## src/rtl/warp_pkg.sv

```systemverilog
`default_nettype none

package warp_pkg;

    localparam int NUM_WARPS  = 8;
    localparam int WARP_IDX_W = $clog2(NUM_WARPS);

    typedef logic [NUM_WARPS-1:0]  warp_mask_t;  // One bit per warp
    typedef logic [WARP_IDX_W-1:0] warp_idx_t;

endpackage

`default_nettype wire

```

## src/rtl/issue_pkg.sv

```systemverilog
`default_nettype none

package issue_pkg;

    localparam int STARVE_CNT_W = 4;

    // Which picker supplied the issued warp
    typedef enum logic {
        CLASS_LO = 1'b0,
        CLASS_HI = 1'b1
    } issue_class_e;

    typedef logic [STARVE_CNT_W-1:0] starve_cnt_t;  // Consecutive high issues

endpackage

`default_nettype wire

```

## src/rtl/onehot_encoder.sv

```systemverilog
`default_nettype none

module onehot_encoder #(
    parameter int  N       = 8,
    parameter int  REVERSE = 0,
    parameter int  MODEL   = 1,
    localparam int LN      = (N > 1) ? $clog2(N) : 1
) (
    input  wire  [N-1:0]  data_in,
    output logic [LN-1:0] data_out,
    output logic          valid_out
);

    if (MODEL == 1) begin : g_tree
        localparam int M = 1 << LN;

        logic [LN:0][M-1:0]         v;
        logic [LN:0][M-1:0][LN-1:0] addr;

        // Pad to a power of two, reversed inputs sit at the top
        assign v[0]    = (REVERSE != 0) ? (M'(data_in) << (M - N)) : M'(data_in);
        assign addr[0] = '0;

        for (genvar lvl = 1; lvl <= LN; lvl++) begin : g_lvl
            for (genvar s = 0; s < M; s++) begin : g_node
                if (s < (M >> lvl)) begin : g_used
                    logic lo;
                    logic hi;
                    logic sel;

                    assign lo  = v[lvl-1][2*s];
                    assign hi  = v[lvl-1][2*s+1];
                    assign sel = (REVERSE != 0) ? lo : hi;  // Address bit for this level

                    assign v[lvl][s]    = lo | hi;
                    assign addr[lvl][s] = (LN'(sel) << (lvl - 1))
                                        | addr[lvl-1][2*s]
                                        | addr[lvl-1][2*s+1];
                end else begin : g_pad
                    assign v[lvl][s]    = 1'b0;
                    assign addr[lvl][s] = '0;
                end
            end
        end

        assign data_out  = addr[LN][0];
        assign valid_out = v[LN][0];

    end else begin : g_loop
        logic [LN-1:0] idx;

        always_comb begin
            idx = '0;
            for (int i = 0; i < N; i++) begin
                if (data_in[i]) begin
                    idx = (REVERSE != 0) ? LN'(N - 1 - i) : LN'(i);
                end
            end
        end

        assign data_out  = idx;
        assign valid_out = |data_in;
    end

endmodule

`default_nettype wire

```

## src/rtl/rr_picker.sv

```systemverilog
`default_nettype none

module rr_picker
    import warp_pkg::*;
#(
    parameter int N        = NUM_WARPS,
    parameter int HI_CLASS = 1
) (
    input  wire             clk,
    input  wire             rst,
    input  wire warp_mask_t ready_mask,
    input  wire warp_mask_t hi_mask,
    input  wire             take,
    output logic            pick_valid,
    output warp_idx_t       pick_idx
);

    logic [N-1:0] req;
    logic [N-1:0] upto_ptr;
    logic [N-1:0] req_above;
    logic [N-1:0] search;
    logic [N-1:0] grant;
    warp_idx_t    ptr;

    // Request set of the class this picker serves
    assign req = (HI_CLASS != 0) ? (ready_mask & hi_mask) : (ready_mask & ~hi_mask);

    // Ones at the pointer and below, all ones when the pointer is at the top
    assign upto_ptr  = ((N'(1) << ptr) << 1) - N'(1);
    assign req_above = req & ~upto_ptr;

    assign search = (|req_above) ? req_above : req;  // Wrap around when nothing is above
    assign grant  = search & (~search + N'(1));       // Lowest set bit

    onehot_encoder #(
        .N       (N),
        .REVERSE (0),
        .MODEL   (1)
    ) u_enc (
        .data_in   (grant),
        .data_out  (pick_idx),
        .valid_out (pick_valid)
    );

    always_ff @(posedge clk) begin
        if (rst) begin
            ptr <= warp_idx_t'(N - 1);  // Warp 0 goes first
        end else if (take) begin
            ptr <= pick_idx;
        end
    end

    // The merge may only take a pick that is valid in the same cycle
    take_needs_pick : assert property (
        @(posedge clk) disable iff (rst)
        take |-> pick_valid
    ) else $error("rr_picker: take without a valid pick");

endmodule

`default_nettype wire

```

## src/rtl/issue_merge.sv

```systemverilog
`default_nettype none

module issue_merge
    import warp_pkg::*;
    import issue_pkg::*;
#(
    parameter int STARVE_LIMIT = 3
) (
    input  wire            clk,
    input  wire            rst,
    input  wire            stall,
    input  wire            hi_valid,
    input  wire warp_idx_t hi_idx,
    input  wire            lo_valid,
    input  wire warp_idx_t lo_idx,
    output logic           hi_take,
    output logic           lo_take,
    output logic           issue_valid,
    output warp_idx_t      issue_warp,
    output logic           issue_hi
);

    starve_cnt_t  starve_cnt;
    issue_class_e win_class;
    issue_class_e issue_class;
    logic         starved;
    logic         issue_now;

    // A waiting normal warp wins once the high class has used up its run
    assign starved   = lo_valid && (starve_cnt >= starve_cnt_t'(STARVE_LIMIT));
    assign win_class = (hi_valid && !starved) ? CLASS_HI : CLASS_LO;
    assign issue_now = !stall && (hi_valid || lo_valid);

    assign hi_take = issue_now && (win_class == CLASS_HI);
    assign lo_take = issue_now && (win_class == CLASS_LO);

    always_ff @(posedge clk) begin
        if (rst) begin
            starve_cnt <= '0;
        end else if (!stall) begin
            if (!lo_valid || lo_take) begin
                starve_cnt <= '0;  // Nobody is starving
            end else if (hi_take) begin
                starve_cnt <= starve_cnt + starve_cnt_t'(1);
            end
        end
    end

    always_ff @(posedge clk) begin
        if (rst) begin
            issue_valid <= 1'b0;
            issue_class <= CLASS_LO;
        end else begin
            issue_valid <= issue_now;
            issue_class <= issue_now ? win_class : CLASS_LO;
        end
    end

    always_ff @(posedge clk) begin
        issue_warp <= (win_class == CLASS_HI) ? hi_idx : lo_idx;
    end

    assign issue_hi = (issue_class == CLASS_HI);

    cnt_bound : assert property (
        @(posedge clk) disable iff (rst)
        starve_cnt <= starve_cnt_t'(STARVE_LIMIT)
    ) else $error("issue_merge: starvation count above limit");

endmodule

`default_nettype wire

```

## src/rtl/warp_sched.sv

```systemverilog
`default_nettype none

module warp_sched
    import warp_pkg::*;
#(
    parameter int N            = NUM_WARPS,
    parameter int STARVE_LIMIT = 3
) (
    input  wire             clk,
    input  wire             rst,
    input  wire warp_mask_t ready_mask,
    input  wire warp_mask_t hi_mask,
    input  wire             stall,
    output logic            issue_valid,
    output warp_idx_t       issue_warp,
    output logic            issue_hi
);

    logic      hi_valid;
    logic      lo_valid;
    logic      hi_take;
    logic      lo_take;
    warp_idx_t hi_idx;
    warp_idx_t lo_idx;

    rr_picker #(
        .N        (N),
        .HI_CLASS (1)
    ) pick_hi (
        .clk        (clk),
        .rst        (rst),
        .ready_mask (ready_mask),
        .hi_mask    (hi_mask),
        .take       (hi_take),
        .pick_valid (hi_valid),
        .pick_idx   (hi_idx)
    );

    rr_picker #(
        .N        (N),
        .HI_CLASS (0)
    ) pick_lo (
        .clk        (clk),
        .rst        (rst),
        .ready_mask (ready_mask),
        .hi_mask    (hi_mask),
        .take       (lo_take),
        .pick_valid (lo_valid),
        .pick_idx   (lo_idx)
    );

    issue_merge #(
        .STARVE_LIMIT (STARVE_LIMIT)
    ) u_merge (
        .clk         (clk),
        .rst         (rst),
        .stall       (stall),
        .hi_valid    (hi_valid),
        .hi_idx      (hi_idx),
        .lo_valid    (lo_valid),
        .lo_idx      (lo_idx),
        .hi_take     (hi_take),
        .lo_take     (lo_take),
        .issue_valid (issue_valid),
        .issue_warp  (issue_warp),
        .issue_hi    (issue_hi)
    );

endmodule

`default_nettype wire

```

## config.mk

```make
export PLATFORM = sky130hd
export DESIGN_NAME = warp_sched
export DESIGN_NICKNAME = d
export VERILOG_FILES = /design/src/rtl/warp_pkg.sv /design/src/rtl/issue_pkg.sv /design/src/rtl/onehot_encoder.sv /design/src/rtl/rr_picker.sv /design/src/rtl/issue_merge.sv /design/src/rtl/warp_sched.sv
export SDC_FILE = /design/constraint.sdc
export NUM_CORES = 1
export LEC_CHECK = 0
export BUFFER_PORTS_ARGS = -buffer_cell sky130_fd_sc_hd__buf_2
export CAP_MARGIN = 20
export CORE_MARGIN = 3
export CORE_UTILIZATION = 30
export DETAILED_ROUTE_END_ITERATION = 8
export PLACE_DENSITY = 0.53
export SLEW_MARGIN = 20
export SYNTH_ARGS = -nofsm -noshare
export SYNTH_HDL_FRONTEND = slang
export SYNTH_SLANG_ARGS = --single-unit
```

## constraint.sdc

```tcl
create_clock -name clk -period 2.47 [get_ports clk]
set_input_delay 0.247 -clock clk [delete_from_list [all_inputs] [get_ports clk]]
set_output_delay 0.247 -clock clk [all_outputs]
set_load 0.05 [all_outputs]
```

# [Yosys cells after proc, flatten, opt, wreduce, memory -nomap -nowiden]
# Cells that the tools add are included.
[classes] addsub=5 order_cmp=1 shift=2 muxes=6 n_bitwise=40 n_reduce_logical=15
[ops] cell="$and A8 B8 Y8" n=6
[ops] cell="$not A8 Y8" n=5
[ops] cell="$add A8 B1 Y8 const B" n=2
[ops] cell="$mux W8" n=2
[ops] cell="$reduce_or A8 Y1" n=2
[ops] cell="$sub A8 B2 Y8 const B" n=2
[ops] cell="$or A1 B1 Y1" n=14
[ops] cell="$shl A1 B3 Y7 const A" n=2
[ops] cell="$or A3 B1 Y3" n=4
[ops] cell="$or A3 B3 Y3" n=4
[ops] cell="$mux W4" n=2
[ops] cell="$or A2 B1 Y2" n=4
[ops] cell="$logic_and A1 B1 Y1" n=5
[ops] cell="$add A4 B1 Y4 const B" n=1
[ops] cell="$ge A4 B2 Y1 const B" n=1
[ops] cell="$logic_not A1 Y1" n=3
[ops] cell="$mux W3" n=1
[ops] cell="$not A1 Y1" n=3
[ops] cell="$logic_or A1 B1 Y1" n=2
[ops] cell="$reduce_and A2 Y1" n=1
[ops] cell="$reduce_bool A2 Y1" n=1
[ops] cell="$reduce_or A2 Y1" n=1
[ops] cell="$mux W1" n=1
[word_totals] register_bits=15 in_bits=19 out_inout_bits=5 word_cells=75

# [Longest topological paths before layout]
# Gate-level depths: netlist (run 1).
[depth] word_depth=21 ltp_mapped=9 ltp_nobuf=7

# [Cells and area by module]
# Synthesis (run 1) repeated with hierarchy kept, for this count alone.
[hier_totals] hier_cells=165 area_unflattened_um2=1401.3
[by_module_without_submodules] module="rr_picker (pick_lo)" n_inst=1 cells_per_inst=60 area_per_inst_um2=470.5 seq_area_each_um2=60.1
[by_module_without_submodules] module="rr_picker (pick_hi)" n_inst=1 cells_per_inst=63 area_per_inst_um2=464.2 seq_area_each_um2=60.1
[by_module_without_submodules] module="issue_merge" n_inst=1 cells_per_inst=30 area_per_inst_um2=359.1 seq_area_each_um2=180.2
[by_module_without_submodules] module="onehot_encoder" n_inst=2 cells_per_inst=6 area_per_inst_um2=53.8 seq_area_each_um2=0.0

# [Worst setup path after synthesis (run 1)]
# No wires, ideal clock.
[synth_path] path_kind="register to register" startpoint="register pick_lo.ptr[1]" endpoint="register pick_hi.ptr[1]" setup_ns=0.127 t_arrival_ns=2.070 required_time_ns=2.343 slack_ns=0.273 stages_incl_launch_ff=9 n_path_buf=2 period_less_slack_ns=2.197 cell_sequence="dfxtp_1 > clkbuf_8 > a31oi_1 > or4_4 > o221a_4 > a21o_1 > buf_6 > nor3b_1 > or3_1"
[synth_via] elab_chain_len=17 word_cells_on_any_way=23 cone_classes="2 x add/sub; 1 x shift; 2 x mux; 11 x bitwise; 7 x reduce/logical"
[synth_lines] item="from (decl)" line_no="rr_picker.sv:23" text="warp_idx_t ptr;"
[synth_lines] item="from (signal assigned)" line_no="rr_picker.sv:47" text="ptr <= warp_idx_t'(N - 1);"
[synth_lines] item="from (signal assigned)" line_no="rr_picker.sv:49" text="ptr <= pick_idx;"
[synth_lines] item="$shl A1 B3 Y7 (*)" line_no="rr_picker.sv:29" text="assign upto_ptr = ((N'(1) << ptr) << 1) - N'(1);"
[synth_lines] item="$sub A8 B2 Y8 (*)" line_no="rr_picker.sv:29"
[synth_lines] item="$not A8 Y8 (*)" line_no="rr_picker.sv:30" text="assign req_above = req & ~upto_ptr;"
[synth_lines] item="$and A8 B8 Y8 (*)" line_no="rr_picker.sv:30"
[synth_lines] item="$reduce_or A8 Y1" line_no="rr_picker.sv:32" text="assign search = (|req_above) ? req_above : req;"
[synth_lines] item="$mux W8 (*)" line_no="rr_picker.sv:32"
[synth_lines] item="$not A8 Y8" line_no="rr_picker.sv:33" text="assign grant = search & (~search + N'(1));"
[synth_lines] item="$add A8 B1 Y8" line_no="rr_picker.sv:33"
[synth_lines] item="$and A8 B8 Y8 (*)" line_no="rr_picker.sv:33"
[synth_lines] item="$or A1 B1 Y1 (2 in series)" line_no="onehot_encoder.sv:35" text="assign v[lvl][s] = lo | hi;"
[synth_lines] item="$or A1 B1 Y1 (*)" line_no="onehot_encoder.sv:35"
[synth_lines] item="$logic_and A1 B1 Y1" line_no="issue_merge.sv:30" text="assign starved = lo_valid && (starve_cnt >= starve_cnt_t'(STARVE_LIMIT));"
[synth_lines] item="$logic_not A1 Y1" line_no="issue_merge.sv:31" text="assign win_class = (hi_valid && !starved) ? CLASS_HI : CLASS_LO;"
[synth_lines] item="$logic_and A1 B1 Y1" line_no="issue_merge.sv:31"
[synth_lines] item="$mux W1" line_no="issue_merge.sv:31"
[synth_lines] item="$logic_and A1 B1 Y1 (*)" line_no="issue_merge.sv:34" text="assign hi_take = issue_now && (win_class == CLASS_HI);"
[synth_lines] item="to (signal assigned)" line_no="rr_picker.sv:47"
[synth_lines] item="to (signal assigned)" line_no="rr_picker.sv:49"
[synth_lines] item="to (decl)" line_no="rr_picker.sv:23"
# Mark *: on every way between the ends. The rest lies on a longest branch, timed or not.
# A chain may end at the register's enable or synchronous reset.

# [Worst setup path after layout (run 1)]
[layout_path] startpoint="register pick_lo.ptr[2]" endpoint="register pick_hi.ptr[2]"
# The elaborated chain is that of the path after synthesis.

==> run summary, run 1 <==
Routed vias - 1406
Detail-routed net length per standard cell - 13.8 um
Post-synth EDFFs - 0
Max Fclk - 0.430 GHz
Global router's overall resource usage - 0.142
Initial antenna violation count - 0
Warnings, synthesis - 0
Netlist cell types - 52
Sequential fraction of the synthesis area - 0.233
First-pass iteration count of the detailed router - 4
#FFs+latches synth - 15
Commonest cells post-synth - nand2_1, nor2_1, dfxtp_1, a21oi_1, a31oi_1
Post-synthesis average cell area - 7.49 um^2
Die outline height - 71.5 um
Kind of cell with the highest combined delay on the critical path - compound AO/OA/AOI/OAI gates
# nets final - 228
Pleak - 0.685 nW
Ant diodes - 0
Global-route wire length before repair - 6.02 mm
Library cell appearing most often on the critical path - a31oi_1
Crit path kind - reg -> reg
Proportion of synthesized flip-flops having asynchronous set or reset - 0
RePlAce Congestion - 0.877
Critical Path Max Stage Delay - 0.54 ns
DRC violations left - 0
Syn_nets - 192
Critical path buffer and inverter count - 1
Required time reported for the critical path endpoint - 2.60 ns
Number of buffers between clock root and the deepest sink - 2
Count of boundary I/O pins - 24
Tmin final - 2.33 ns
Count of input and output buffers - 23
CTS tree - done
Floorplan die width - 71.5 um
Cells after Synth - 172
Actual slew at the worst max-slew pin - 0.394 ns
Iter 0 DRT Violations - 54
Number of global-route vias before repair - 1310
Share of cells above drive strength 1 - 0.285
Element type at the critical path start - flip-flop
Skew final - 0.00566 ns
Crit path max fanout - 8
Final number of max-transition violations - 0
Half-perimeter wire length after placement - 2.85 mm
Worst skew pair latency - 0.25 ns
Setup fix buffers added after clock tree synthesis - 0
Die Area - 0.00511 mm^2
Dominant register cell in the synthesized netlist - dfxtp_1
Site row count - 23
Setup repair after global routing missed its margin - no
Final clock period utilization by the worst path - 0.942
Total detailed-routing wirelength - 3.55 mm
Critical-path top delay cell - or4_4
Setup TNS - 0 ns
CP endpoint kind - flip-flop
Sink count of the clock tree - 15
Clock tree root buffer cell - clkbuf_8
Area of the mapped netlist - 0.00129 mm^2
TritonCTS Buffers - 3
Cell-by-cell listing of the critical path - a31oi_1, or4_4, o221a_4, a21o_1, buf_4, a311oi_1, a31oi_1
Power density of the placed cells - 506 mW/mm^2
Status - complete, no violations
Initial Util - 0.317
Area Growth Syn to Fin - 23.1%
Post-synth top area share - 0.233
Most used standard cell by instance count after synthesis - nand2_1
Worst hold slack after final layout - 0.308 ns
CTS H-tree depth - 1
Overflow left after global routing - 0
Pin count of the biggest net entering global routing - 14
Core area - 0.00406 mm^2
Routed via count divided by cell count - 5.47
Max Cap Viol - 0
DRT antenna net count - 0
Remaining max-slew budget at the tightest pin - 0.735
Worst-path clk slew - 0.06 ns
Synth top area cells - dfxtp_1, nand2_1, nor2_1
Kind of path behind the tightest hold check - in -> reg
Final Hold Viols - 0
Endpoints failing setup - 0
Data arrival time at the worst-slack endpoint - 2.46 ns
Maximum vdd ir drop - 0.000375 V
Synth area leader - dfxtp_1
-- state kept, by name, summed over array words and instances, names as in the netlist --
register and cells:
pick_hi.ptr 3, pick_lo.ptr 3, u_merge.issue_hi 1, u_merge.issue_valid 1, u_merge.issue_warp 3, u_merge.starve_cnt 4
-- layout make-up --
cell class / instances / area [um^2]
Multi-Input combinational cell: 143 / 918
Tap cell: 50 / 62.6
Sequential cell: 15 / 300
Inverter: 6 / 22.5
Fill cell: 423 / 2470
Clock buffer: 3 / 41.3
Timing Repair Buffer: 39 / 235
Clock inverter: 1 / 5.00
-- kinds of logic after synthesis --
family | share of synthesized area
muxes | 0.0155
DFF | 0.233
AOI/OAI and AO/OA | 0.360
buffers and inverters | 0.0583
adders and majority gates | 0.00972
and+or+nand+nor | 0.324
-- worst reg2reg max path, stage by stage (launching register included) --
cell and delay [ns]:
dfxtp_1 0.52, a31oi_1 0.18, or4_4 0.54, o221a_4 0.27, a21o_1 0.21, buf_4 0.16
a311oi_1 0.26, a31oi_1 0.06
-- report_power, final --
part | total [mW] | leakage [nW] | internal (mW) | switching [mW]
Sequential | 0.291 | 0.124 | 0.266 | 0.0243
Combinational | 0.316 | 0.536 | 0.131 | 0.186
Clock | 0.195 | 0.0255 | 0.112 | 0.0833
Total | 0.802 | 0.685 | 0.508 | 0.293
-- routing by layer --
metal  up-vias  wire (um)  global-route usage
met5         -          0                   0
met4         0         45              0.0313
met3         4        179              0.0309
met2        40       1640               0.223
met1       637       1690               0.200
li1        725          -                   -
-- layout by cell type (no fill, tap or decap), drive strengths merged, types with 2 or more instances in the layout --
master / instances
a211oi: 4
a21boi: 2
a21o: 2
a21oi: 10
a22o: 2
a22oi: 7
a311oi: 3
a31oi: 8
a32oi: 3
buf: 39
clkbuf: 3
dfxtp: 15
inv: 6
mux2i: 2
nand2: 19
nand2b: 6
nand3b: 3
nor2: 17
nor2b: 2
nor3: 7
nor3b: 3
nor4: 3
o21a: 3
o21ai: 6
o221ai: 2
o22ai: 3
or2: 3
or2b: 2
or3: 5
-- worst paths after layout --
path / from / endpoint / slack (ns) / cells after the start
setup / recovery: pick_lo.ptr[2]$_SDFFE_PP1P_ / pick_hi.ptr[2]$_SDFFE_PP1P_ / 0.14 / 7
hold / removal: stall / u_merge.issue_hi$_SDFF_PP0_ / 0.31 / 2
setup reg to reg: pick_lo.ptr[2]$_SDFFE_PP1P_ / pick_hi.ptr[2]$_SDFFE_PP1P_ / 0.14 / 7
hold reg to reg: u_merge.starve_cnt[3]$_SDFFE_PP0P_ / u_merge.starve_cnt[3]$_SDFFE_PP0P_ / 0.48 / 1
-- timing repair --
action,in CTS,in global routing
hold buffers,0,0
gates resized for setup,0,1
setup endpoints to repair,0,1
-- stage by stage --
| stage | instance area [um^2] | cells | power (mW) | util | setup WS, ns |
|---|---|---|---|---|---|
| floorplan | 1290 | 172 | 0.498 | - | 0.273 |
| global placement | 1530 | 253 | 0.611 | 0.378 | 0.0884 |
| detailed placement | 1530 | 253 | 0.607 | 0.378 | 0.111 |
| CTS | 1580 | 257 | 0.804 | 0.389 | 0.0855 |
| global route | 1590 | 257 | 0.857 | 0.391 | 0.00664 |
| finish | 1590 | 257 | 0.802 | 0.391 | 0.143 |
Note: power is estimated with default switching activity, not from simulation.
==> inputs of run 2 (changes only) <==
GPL_TIMING_DRIVEN = 0   (was not set)
==> run summary, run 2 (same netlist as run 1, synthesis figures left out) <==
Count of input and output buffers - 22 (was 23)
Clock tree root buffer cell - clkbuf_8 (unchanged)
Cell area after placement - 0.00146 mm^2 (was 0.00153 mm^2)
Die Area - 0.00511 mm^2 (unchanged)
Total detailed-routing wirelength - 3.41 mm (was 3.55 mm)
Pin count of the biggest net entering global routing - 11 (was 14)
Setup repair after global routing missed its margin - no (unchanged)
Ant diodes - 0 (unchanged)
RePlAce Congestion - 0.898 (was 0.877)
Worst skew pair latency - 0.24 ns (was 0.25 ns)
Filler Cell Count - 415 (was 423)
Power dissipated by switching net loads - 0.288 mW (was 0.293 mW)
DRT antenna net count - 0 (unchanged)
Detail-routed net length per standard cell - 13.7 um (was 13.8 um)
Startpoint of the tightest hold check path - rst (was stall)
Die outline height - 71.5 um (unchanged)
FF-to-FF End - pick_lo.ptr[1]$_SDFFE_PP1P_ (was pick_hi.ptr[2]$_SDFFE_PP1P_)
Actual slew at the worst max-slew pin - 0.466 ns (was 0.394 ns)
Sink count of the clock tree - 15 (unchanged)
Worst-path clk slew - 0.06 ns (about the same)
Total internal power - 0.498 mW (was 0.508 mW)
Crit path kind - reg -> reg (unchanged)
Critical Path Max Stage Delay - 0.34 ns (was 0.54 ns)
Routed via count divided by cell count - 5.60 (was 5.47)
Data arrival time at the worst-slack endpoint - 2.47 ns (was 2.46 ns)
Number of global-route vias before repair - 1266 (was 1310)
Share of total power consumed by net switching - 0.367 (was 0.366)
First-pass iteration count of the detailed router - 4 (unchanged)
Count of hold-fix buffers inserted at cts - 0 (unchanged)
Final cell utilization of the core - 0.380 (was 0.391)
Kind of cell with the highest combined delay on the critical path - compound AO/OA/AOI/OAI gates (unchanged)
Skew final - 0.00330 ns (was 0.00566 ns)
Required time reported for the critical path endpoint - 2.60 ns (about the same)
Critical path buffer and inverter count - 3 (was 1)
CP endpoint kind - flip-flop (unchanged)
Global router's overall resource usage - 0.137 (was 0.142)
Post-route insts no fill - 249 (was 257)
Site row count - 23 (unchanged)
Final number of max-transition violations - 0 (unchanged)
Critical-path top delay cell - a221o_1 (was or4_4)
Core area - 0.00406 mm^2 (unchanged)
Power share of the combinational group - 0.393 (was 0.394)
Iter 0 DRT Violations - 60 (was 54)
Pleak - 0.647 nW (was 0.685 nW)
Max Cap Viol - 0 (unchanged)
Proportion of power drawn by the clock network - 0.246 (was 0.243)
Maximum vdd ir drop - 0.000327 V (was 0.000375 V)
Share of cells above drive strength 1 - 0.266 (was 0.285)
Initial antenna violation count - 0 (unchanged)
CTS H-tree depth - 1 (unchanged)
Largest register by flop count - u_merge.starve_cnt (unchanged)
Overflow left after global routing - 0 (unchanged)
# nets final - 220 (was 228)
Endpoints failing setup - 0 (unchanged)
Max Fclk - 0.426 GHz (was 0.430 GHz)
Setup slack, reg-to-reg - 0.12 ns (was 0.14 ns)
CTS tree - done (unchanged)
Final Hold Viols - 0 (unchanged)
Element type at the critical path start - flip-flop (unchanged)
Most common cell after layout, fill and taps aside - buf_2 (unchanged)
Worst setup slack after layout - 0.125 ns (was 0.143 ns)
Status - complete, no violations (unchanged)
Reg-to-reg startpoint - pick_lo.ptr[1]$_SDFFE_PP1P_ (was pick_lo.ptr[2]$_SDFFE_PP1P_)
Tmin final - 2.35 ns (was 2.33 ns)
Remaining max-slew budget at the tightest pin - 0.689 (was 0.735)
Cell-by-cell listing of the critical path - clkbuf_8, or2_2, o22ai_1, o21bai_1, a311oi_2, buf_4, a21o_1, buf_6, nand2_1, a221o_1 (was a31oi_1, or4_4, o221a_4, a21o_1, buf_4, a311oi_1, a31oi_1)
Setup TNS - 0 ns (unchanged)
Placement-stage worst setup slack - -0.0598 ns (was 0.111 ns)
Initial Util - 0.317 (unchanged)
Half-perimeter wire length after placement - 2.74 mm (was 2.85 mm)
Worst hold slack after final layout - 0.244 ns (was 0.308 ns)
Final clock period utilization by the worst path - 0.949 (was 0.942)
Sequential power share - 0.361 (was 0.363)
Area Growth Syn to Fin - 19.7% (was 23.1%)
DRC violations left - 0 (unchanged)
Max FFs per register - 4 (unchanged)
Crit path max fanout - 10 (was 8)
Count of boundary I/O pins - 24 (unchanged)
Leading cell types in the layout, fill and taps excluded - buf_2, nand2_1, nor2_1 (unchanged)
Global-route wire length before repair - 5.82 mm (was 6.02 mm)
Number of cells on the worst hold path - 2 (unchanged)
Cell depth of the worst flop-to-flop path - 10 (was 7)
Kind of path behind the tightest hold check - in -> reg (unchanged)
Final non-filler cell area - 0.00154 mm^2 (was 0.00159 mm^2)
TritonCTS Buffers - 3 (unchanged)
Tot Pwr - 0.786 mW (was 0.802 mW)
Post-placement cell count - 244 (was 253)
Floorplan die width - 71.5 um (unchanged)
Routed vias - 1395 (was 1406)
Number of buffers between clock root and the deepest sink - 2 (unchanged)
Hold Crit Endpoint - pick_hi.ptr[1]$_SDFFE_PP1P_ (was u_merge.issue_hi$_SDFF_PP0_)
Power density of the placed cells - 510 mW/mm^2 (was 506 mW/mm^2)
run 2: cell count changes in the layout (fill, tap and decap cells not counted), sizes merged:
cell	before	now
buf	39	27
clkinv	1	0
clkbuf	3	8
run 2: layer usage:
layer,vias up,share of wire,wire (um),track usage
met5,-,0,0,0
met3,6,0.048,163,0.0323
met1,634,0.49,1680,0.194
li1,711,-,-,-
met4,0,0.019,65,0.0313
met2,44,0.44,1500,0.211
run 2: how the worst max path moves through the flow:
stage	start	slack, ns	cells after the start	end
3_3_place_gp	pick_hi.ptr[1]$_SDFFE_PP1P_	-0.16	8	pick_hi.ptr[0]$_SDFFE_PP1P_
4_1_cts	pick_lo.ptr[0]$_SDFFE_PP1P_	0.06	6	pick_lo.ptr[1]$_SDFFE_PP1P_
6_report	pick_lo.ptr[1]$_SDFFE_PP1P_	0.12	10	pick_lo.ptr[1]$_SDFFE_PP1P_
2_1_floorplan	pick_lo.ptr[1]$_SDFFE_PP1P_	0.27	8	pick_hi.ptr[1]$_SDFFE_PP1P_
5_1_grt	pick_lo.ptr[2]$_SDFFE_PP1P_	0.02	8	pick_hi.ptr[1]$_SDFFE_PP1P_
3_5_place_dp	pick_hi.ptr[1]$_SDFFE_PP1P_	-0.06	8	pick_hi.ptr[0]$_SDFFE_PP1P_
run 2: layout make-up:
type,count,area [um^2],share of cell area
timing repair buffer,24,125,0.0812
sequential,15,303,0.196
clock buffer,4,45.0,0.0292
tap,50,62.6,0.0406
multi-input combinational,143,933,0.606
buffer,7,50.0,0.0325
inverter,6,22.5,0.0146
run 2: what timing repair did:
item / in CTS / in global routing
pin swaps: 1 / 2
setup buffers: 1 / 1
resized for setup: 2 / 5
endpoints found under the setup margin: 3 / 5
cloned: 0 / 0
run 2: power groups by stage:
| stage | clock (mW) | combinational (mW) | sequential, mW |
|---|---|---|---|
| finish | 0.193 | 0.309 | 0.283 |
| global placement | 0 | 0.299 | 0.284 |
| CTS | 0.197 | 0.305 | 0.279 |
| floorplan | 0 | 0.170 | 0.328 |
| global route | 0.209 | 0.338 | 0.286 |
| detailed placement | 0 | 0.296 | 0.285 |
==> inputs of run 3 (changes only) <==
ABC_AREA = 1   (was not set)
SYNTH_HIERARCHICAL = 1   (was not set)
==> run summary, run 3 <==
Warnings, synthesis - 6 (was 0)
DRT antenna net count - 0 (unchanged)
Initial Util - 0.323 (was 0.317)
Sink count of the clock tree - 15 (unchanged)
Tot Pwr - 1.36 mW (was 0.786 mW)
Reg-to-reg startpoint - pick_lo/ptr[2]$_SDFFE_PP1P_ (was pick_lo.ptr[1]$_SDFFE_PP1P_)
Leading cell types in the layout, fill and taps excluded - nand2_1, inv_1, nor2_1 (was buf_2, nand2_1, nor2_1)
Pleak - 1.02 nW (was 0.647 nW)
Initial antenna violation count - 0 (unchanged)
Core area - 0.00450 mm^2 (was 0.00406 mm^2)
Remaining max-slew budget at the tightest pin - 0.834 (was 0.689)
Dominant register cell in the synthesized netlist - dfxtp_1 (unchanged)
Crit path max fanout - 6 (was 10)
Die Area - 0.00573 mm^2 (was 0.00511 mm^2)
Worst setup slack after layout - 0.205 ns (was 0.125 ns)
Synth top area cells - dfxtp_1, nand2_1, inv_1 (was dfxtp_1, nand2_1, nor2_1)
Syn_nets - 264 (was 192)
Final Hold Viols - 0 (unchanged)
Filler Cell Count - 483 (was 415)
Status - complete, no violations (unchanged)
Setup slack, reg-to-reg - 0.21 ns (was 0.12 ns)
Pin count of the biggest net entering global routing - 11 (unchanged)
DRC violations left - 0 (unchanged)
Library cell appearing most often on the critical path - nand2_2
Largest register by flop count - u_merge/starve_cnt (was u_merge.starve_cnt)
#FFs+latches synth - 15 (unchanged)
Final cell utilization of the core - 0.410 (was 0.380)
CTS H-tree depth - 1 (unchanged)
RePlAce Congestion - 0.745 (was 0.898)
Cell depth of the worst flop-to-flop path - 19 (was 10)
# nets final - 296 (was 220)
Area of the mapped netlist - 0.00146 mm^2 (was 0.00129 mm^2)
Kind of path behind the tightest hold check - in -> reg (unchanged)
Tmin final - 2.26 ns (was 2.35 ns)
Critical Path Max Stage Delay - 0.38 ns (was 0.34 ns)
Max FFs per register - 4 (unchanged)
Count of input and output buffers - 23 (was 22)
Most common cell after layout, fill and taps aside - nand2_1 (was buf_2)
Detail-routed net length per standard cell - 9.80 um (was 13.7 um)
Synth area leader - dfxtp_1 (unchanged)
Hold Crit Endpoint - u_merge/issue_valid$_SDFF_PP0_ (was pick_hi.ptr[1]$_SDFFE_PP1P_)
Startpoint of the tightest hold check path - rst (unchanged)
Count of boundary I/O pins - 24 (unchanged)
Sequential fraction of the synthesis area - 0.206 (was 0.233)
Required time reported for the critical path endpoint - 2.60 ns (about the same)
Routed vias - 1445 (was 1395)
Die outline height - 75.7 um (was 71.5 um)
Power density of the placed cells - 738 mW/mm^2 (was 510 mW/mm^2)
Data arrival time at the worst-slack endpoint - 2.40 ns (was 2.47 ns)
CP endpoint kind - flip-flop (unchanged)
Skew final - 0.00217 ns (was 0.00330 ns)
Iter 0 DRT Violations - 26 (was 60)
FF-to-FF End - pick_lo/ptr[2]$_SDFFE_PP1P_ (was pick_lo.ptr[1]$_SDFFE_PP1P_)
Netlist cell types - 25 (was 52)
Post-synth top area share - 0.206 (was 0.233)
Register area - 318 um^2 (was 303 um^2)
Half-perimeter wire length after placement - 2.73 mm (was 2.74 mm)
Final clock period utilization by the worst path - 0.917 (was 0.949)
Routed via count divided by cell count - 4.42 (was 5.60)
Worst-path clk slew - 0.06 ns (about the same)
Most used standard cell by instance count after synthesis - nand2_1 (unchanged)
Commonest cells post-synth - nand2_1, inv_1, nor2_1, dfxtp_1, nand3_1 (was nand2_1, nor2_1, dfxtp_1, a21oi_1, a31oi_1)
TritonCTS Buffers - 3 (unchanged)
Post-synthesis average cell area - 5.97 um^2 (was 7.49 um^2)
CTS tree - done (unchanged)
Site row count - 24 (was 23)
Number of cells on the worst hold path - 2 (unchanged)
Worst skew pair latency - 0.24 ns (about the same)
Area used by multi-input combinational logic - 0.00103 mm^2 (was 933 um^2)
Area Growth Syn to Fin - 26.9% (was 19.7%)
Count of hold-fix buffers inserted at cts - 0 (unchanged)
Total detailed-routing wirelength - 3.21 mm (was 3.41 mm)
Placement-stage worst setup slack - -0.182 ns (was -0.0598 ns)
Clock tree root buffer cell - clkbuf_8 (unchanged)
Post-synth EDFFs - 0 (unchanged)
Element type at the critical path start - flip-flop (unchanged)
Worst hold slack after final layout - 0.328 ns (was 0.244 ns)
Actual slew at the worst max-slew pin - 0.249 ns (was 0.466 ns)
Number of buffers between clock root and the deepest sink - 2 (unchanged)
Cells after Synth - 244 (was 172)
Global router's overall resource usage - 0.120 (was 0.137)
Critical-path top delay cell - dfxtp_4 (was a221o_1)
Number of global-route vias before repair - 1373 (was 1266)
Cell-by-cell listing of the critical path - nor2_1, nand2_1, o21ai_2, nor2_4, nand2_4, o21ai_4, nor2_2, nand2_2, nor2_1, inv_2, nand2_2, nor2_2, nand2_2, nand2_2, nand2_4, inv_4, nor2_4, a21oi_2, o21ai_0 (was clkbuf_8, or2_2, o22ai_1, o21bai_1, a311oi_2, buf_4, a21o_1, buf_6, nand2_1, a221o_1)
First-pass iteration count of the detailed router - 4 (unchanged)
Floorplan die width - 75.7 um (was 71.5 um)
Final number of max-transition violations - 0 (unchanged)
Share of cells above drive strength 1 - 0.389 (was 0.266)
Setup TNS - 0 ns (unchanged)
Endpoints failing setup - 0 (unchanged)
Maximum vdd ir drop - 0.000343 V (was 0.000327 V)
Max Fclk - 0.442 GHz (was 0.426 GHz)
Crit path kind - reg -> reg (unchanged)
Global-route wire length before repair - 5.41 mm (was 5.82 mm)
Max Cap Viol - 0 (unchanged)
Proportion of synthesized flip-flops having asynchronous set or reset - 0 (unchanged)
Ant diodes - 0 (unchanged)
Overflow left after global routing - 0 (unchanged)
==> run 3: cell types whose count changed after synthesis, sizes merged, moves of 4 or more <==
cell    previous run  this run
nand4              1         5
nor3               7         3
or3                5         0
inv                6        58
a31oi              8         0
nand2b             6         0
nand3              1        25
a21oi             10         5
a22oi              7         0
clkbuf             5         0
nor2              17        44
a211oi             4         0
nand2             19        75
==> run 3: how the worst max path moves through the flow <==
stage / startpoint / to / cells after the start
after floorplan: pick_lo/ptr[1]$_SDFFE_PP1P_ / pick_lo/ptr[2]$_SDFFE_PP1P_ / 17
after global placement: pick_hi/ptr[1]$_SDFFE_PP1P_ / pick_lo/ptr[2]$_SDFFE_PP1P_ / 17
after detailed placement: pick_hi/ptr[1]$_SDFFE_PP1P_ / pick_lo/ptr[2]$_SDFFE_PP1P_ / 17
after CTS: pick_lo/ptr[1]$_SDFFE_PP1P_ / pick_hi/ptr[1]$_SDFFE_PP1P_ / 19
after global routing: pick_hi/ptr[2]$_SDFFE_PP1P_ / pick_lo/ptr[1]$_SDFFE_PP1P_ / 19
final: pick_lo/ptr[2]$_SDFFE_PP1P_ / pick_lo/ptr[2]$_SDFFE_PP1P_ / 19
==> run 3: area by class of cell <==
cell class | count | area share
multi-input combinational | 168 | 0.558
sequential | 15 | 0.172
inverter | 59 | 0.124
timing repair buffer | 27 | 0.0785
tap | 52 | 0.0352
clock buffer | 4 | 0.0244
buffer | 2 | 0.00812
==> run 3: what timing repair did <==
action	CTS	global route
gates resized for setup	3	37
endpoints found under the setup margin	3	6
pin swaps	0	16
setup buffers	0	4
==> run 3: critical path, delay by kind of cell (launching register included) <==
family	cells	cell delay [ns]
flops	1	0.38
simple gates	13	1.16
compound gates	4	0.45
buf+inv	2	0.15
==> run 3: report_power, final <==
part / total [mW] / switching (mW) / internal, mW
logic: 0.811 / 0.531 / 0.281
registers: 0.357 / 0.0475 / 0.310
clock network: 0.196 / 0.0816 / 0.114
total: 1.36 / 0.660 / 0.704
==> run 3: logic make-up (layout without fill, tap and decap cells) <==
group                      Yosys count  in the layout  share of synthesized area
AOI/OAI and AO/OA                   14             14                     0.0601
DFF                                 15             15                      0.206
adders and majority gates            1              1                    0.00859
buffers and inverters               61             92                      0.162
and+or+nand+nor                    153            153                      0.563
==> run 3: metrics by stage <==
| step | area, um^2 | instances |
|---|---|---|
| global placement | 1640 | 319 |
| CTS | 1690 | 323 |
| floorplan | 1460 | 244 |
| finish | 1850 | 327 |
| global route | 1850 | 327 |
| detailed placement | 1640 | 319 |
==> run 3: per-layer routing <==
metal | global-route usage | routed length, um
met1 | 0.140 | 1410
met2 | 0.236 | 1710
met3 | 0.0198 | 86
met4 | 0.0117 | 0
met5 | 0 | 0
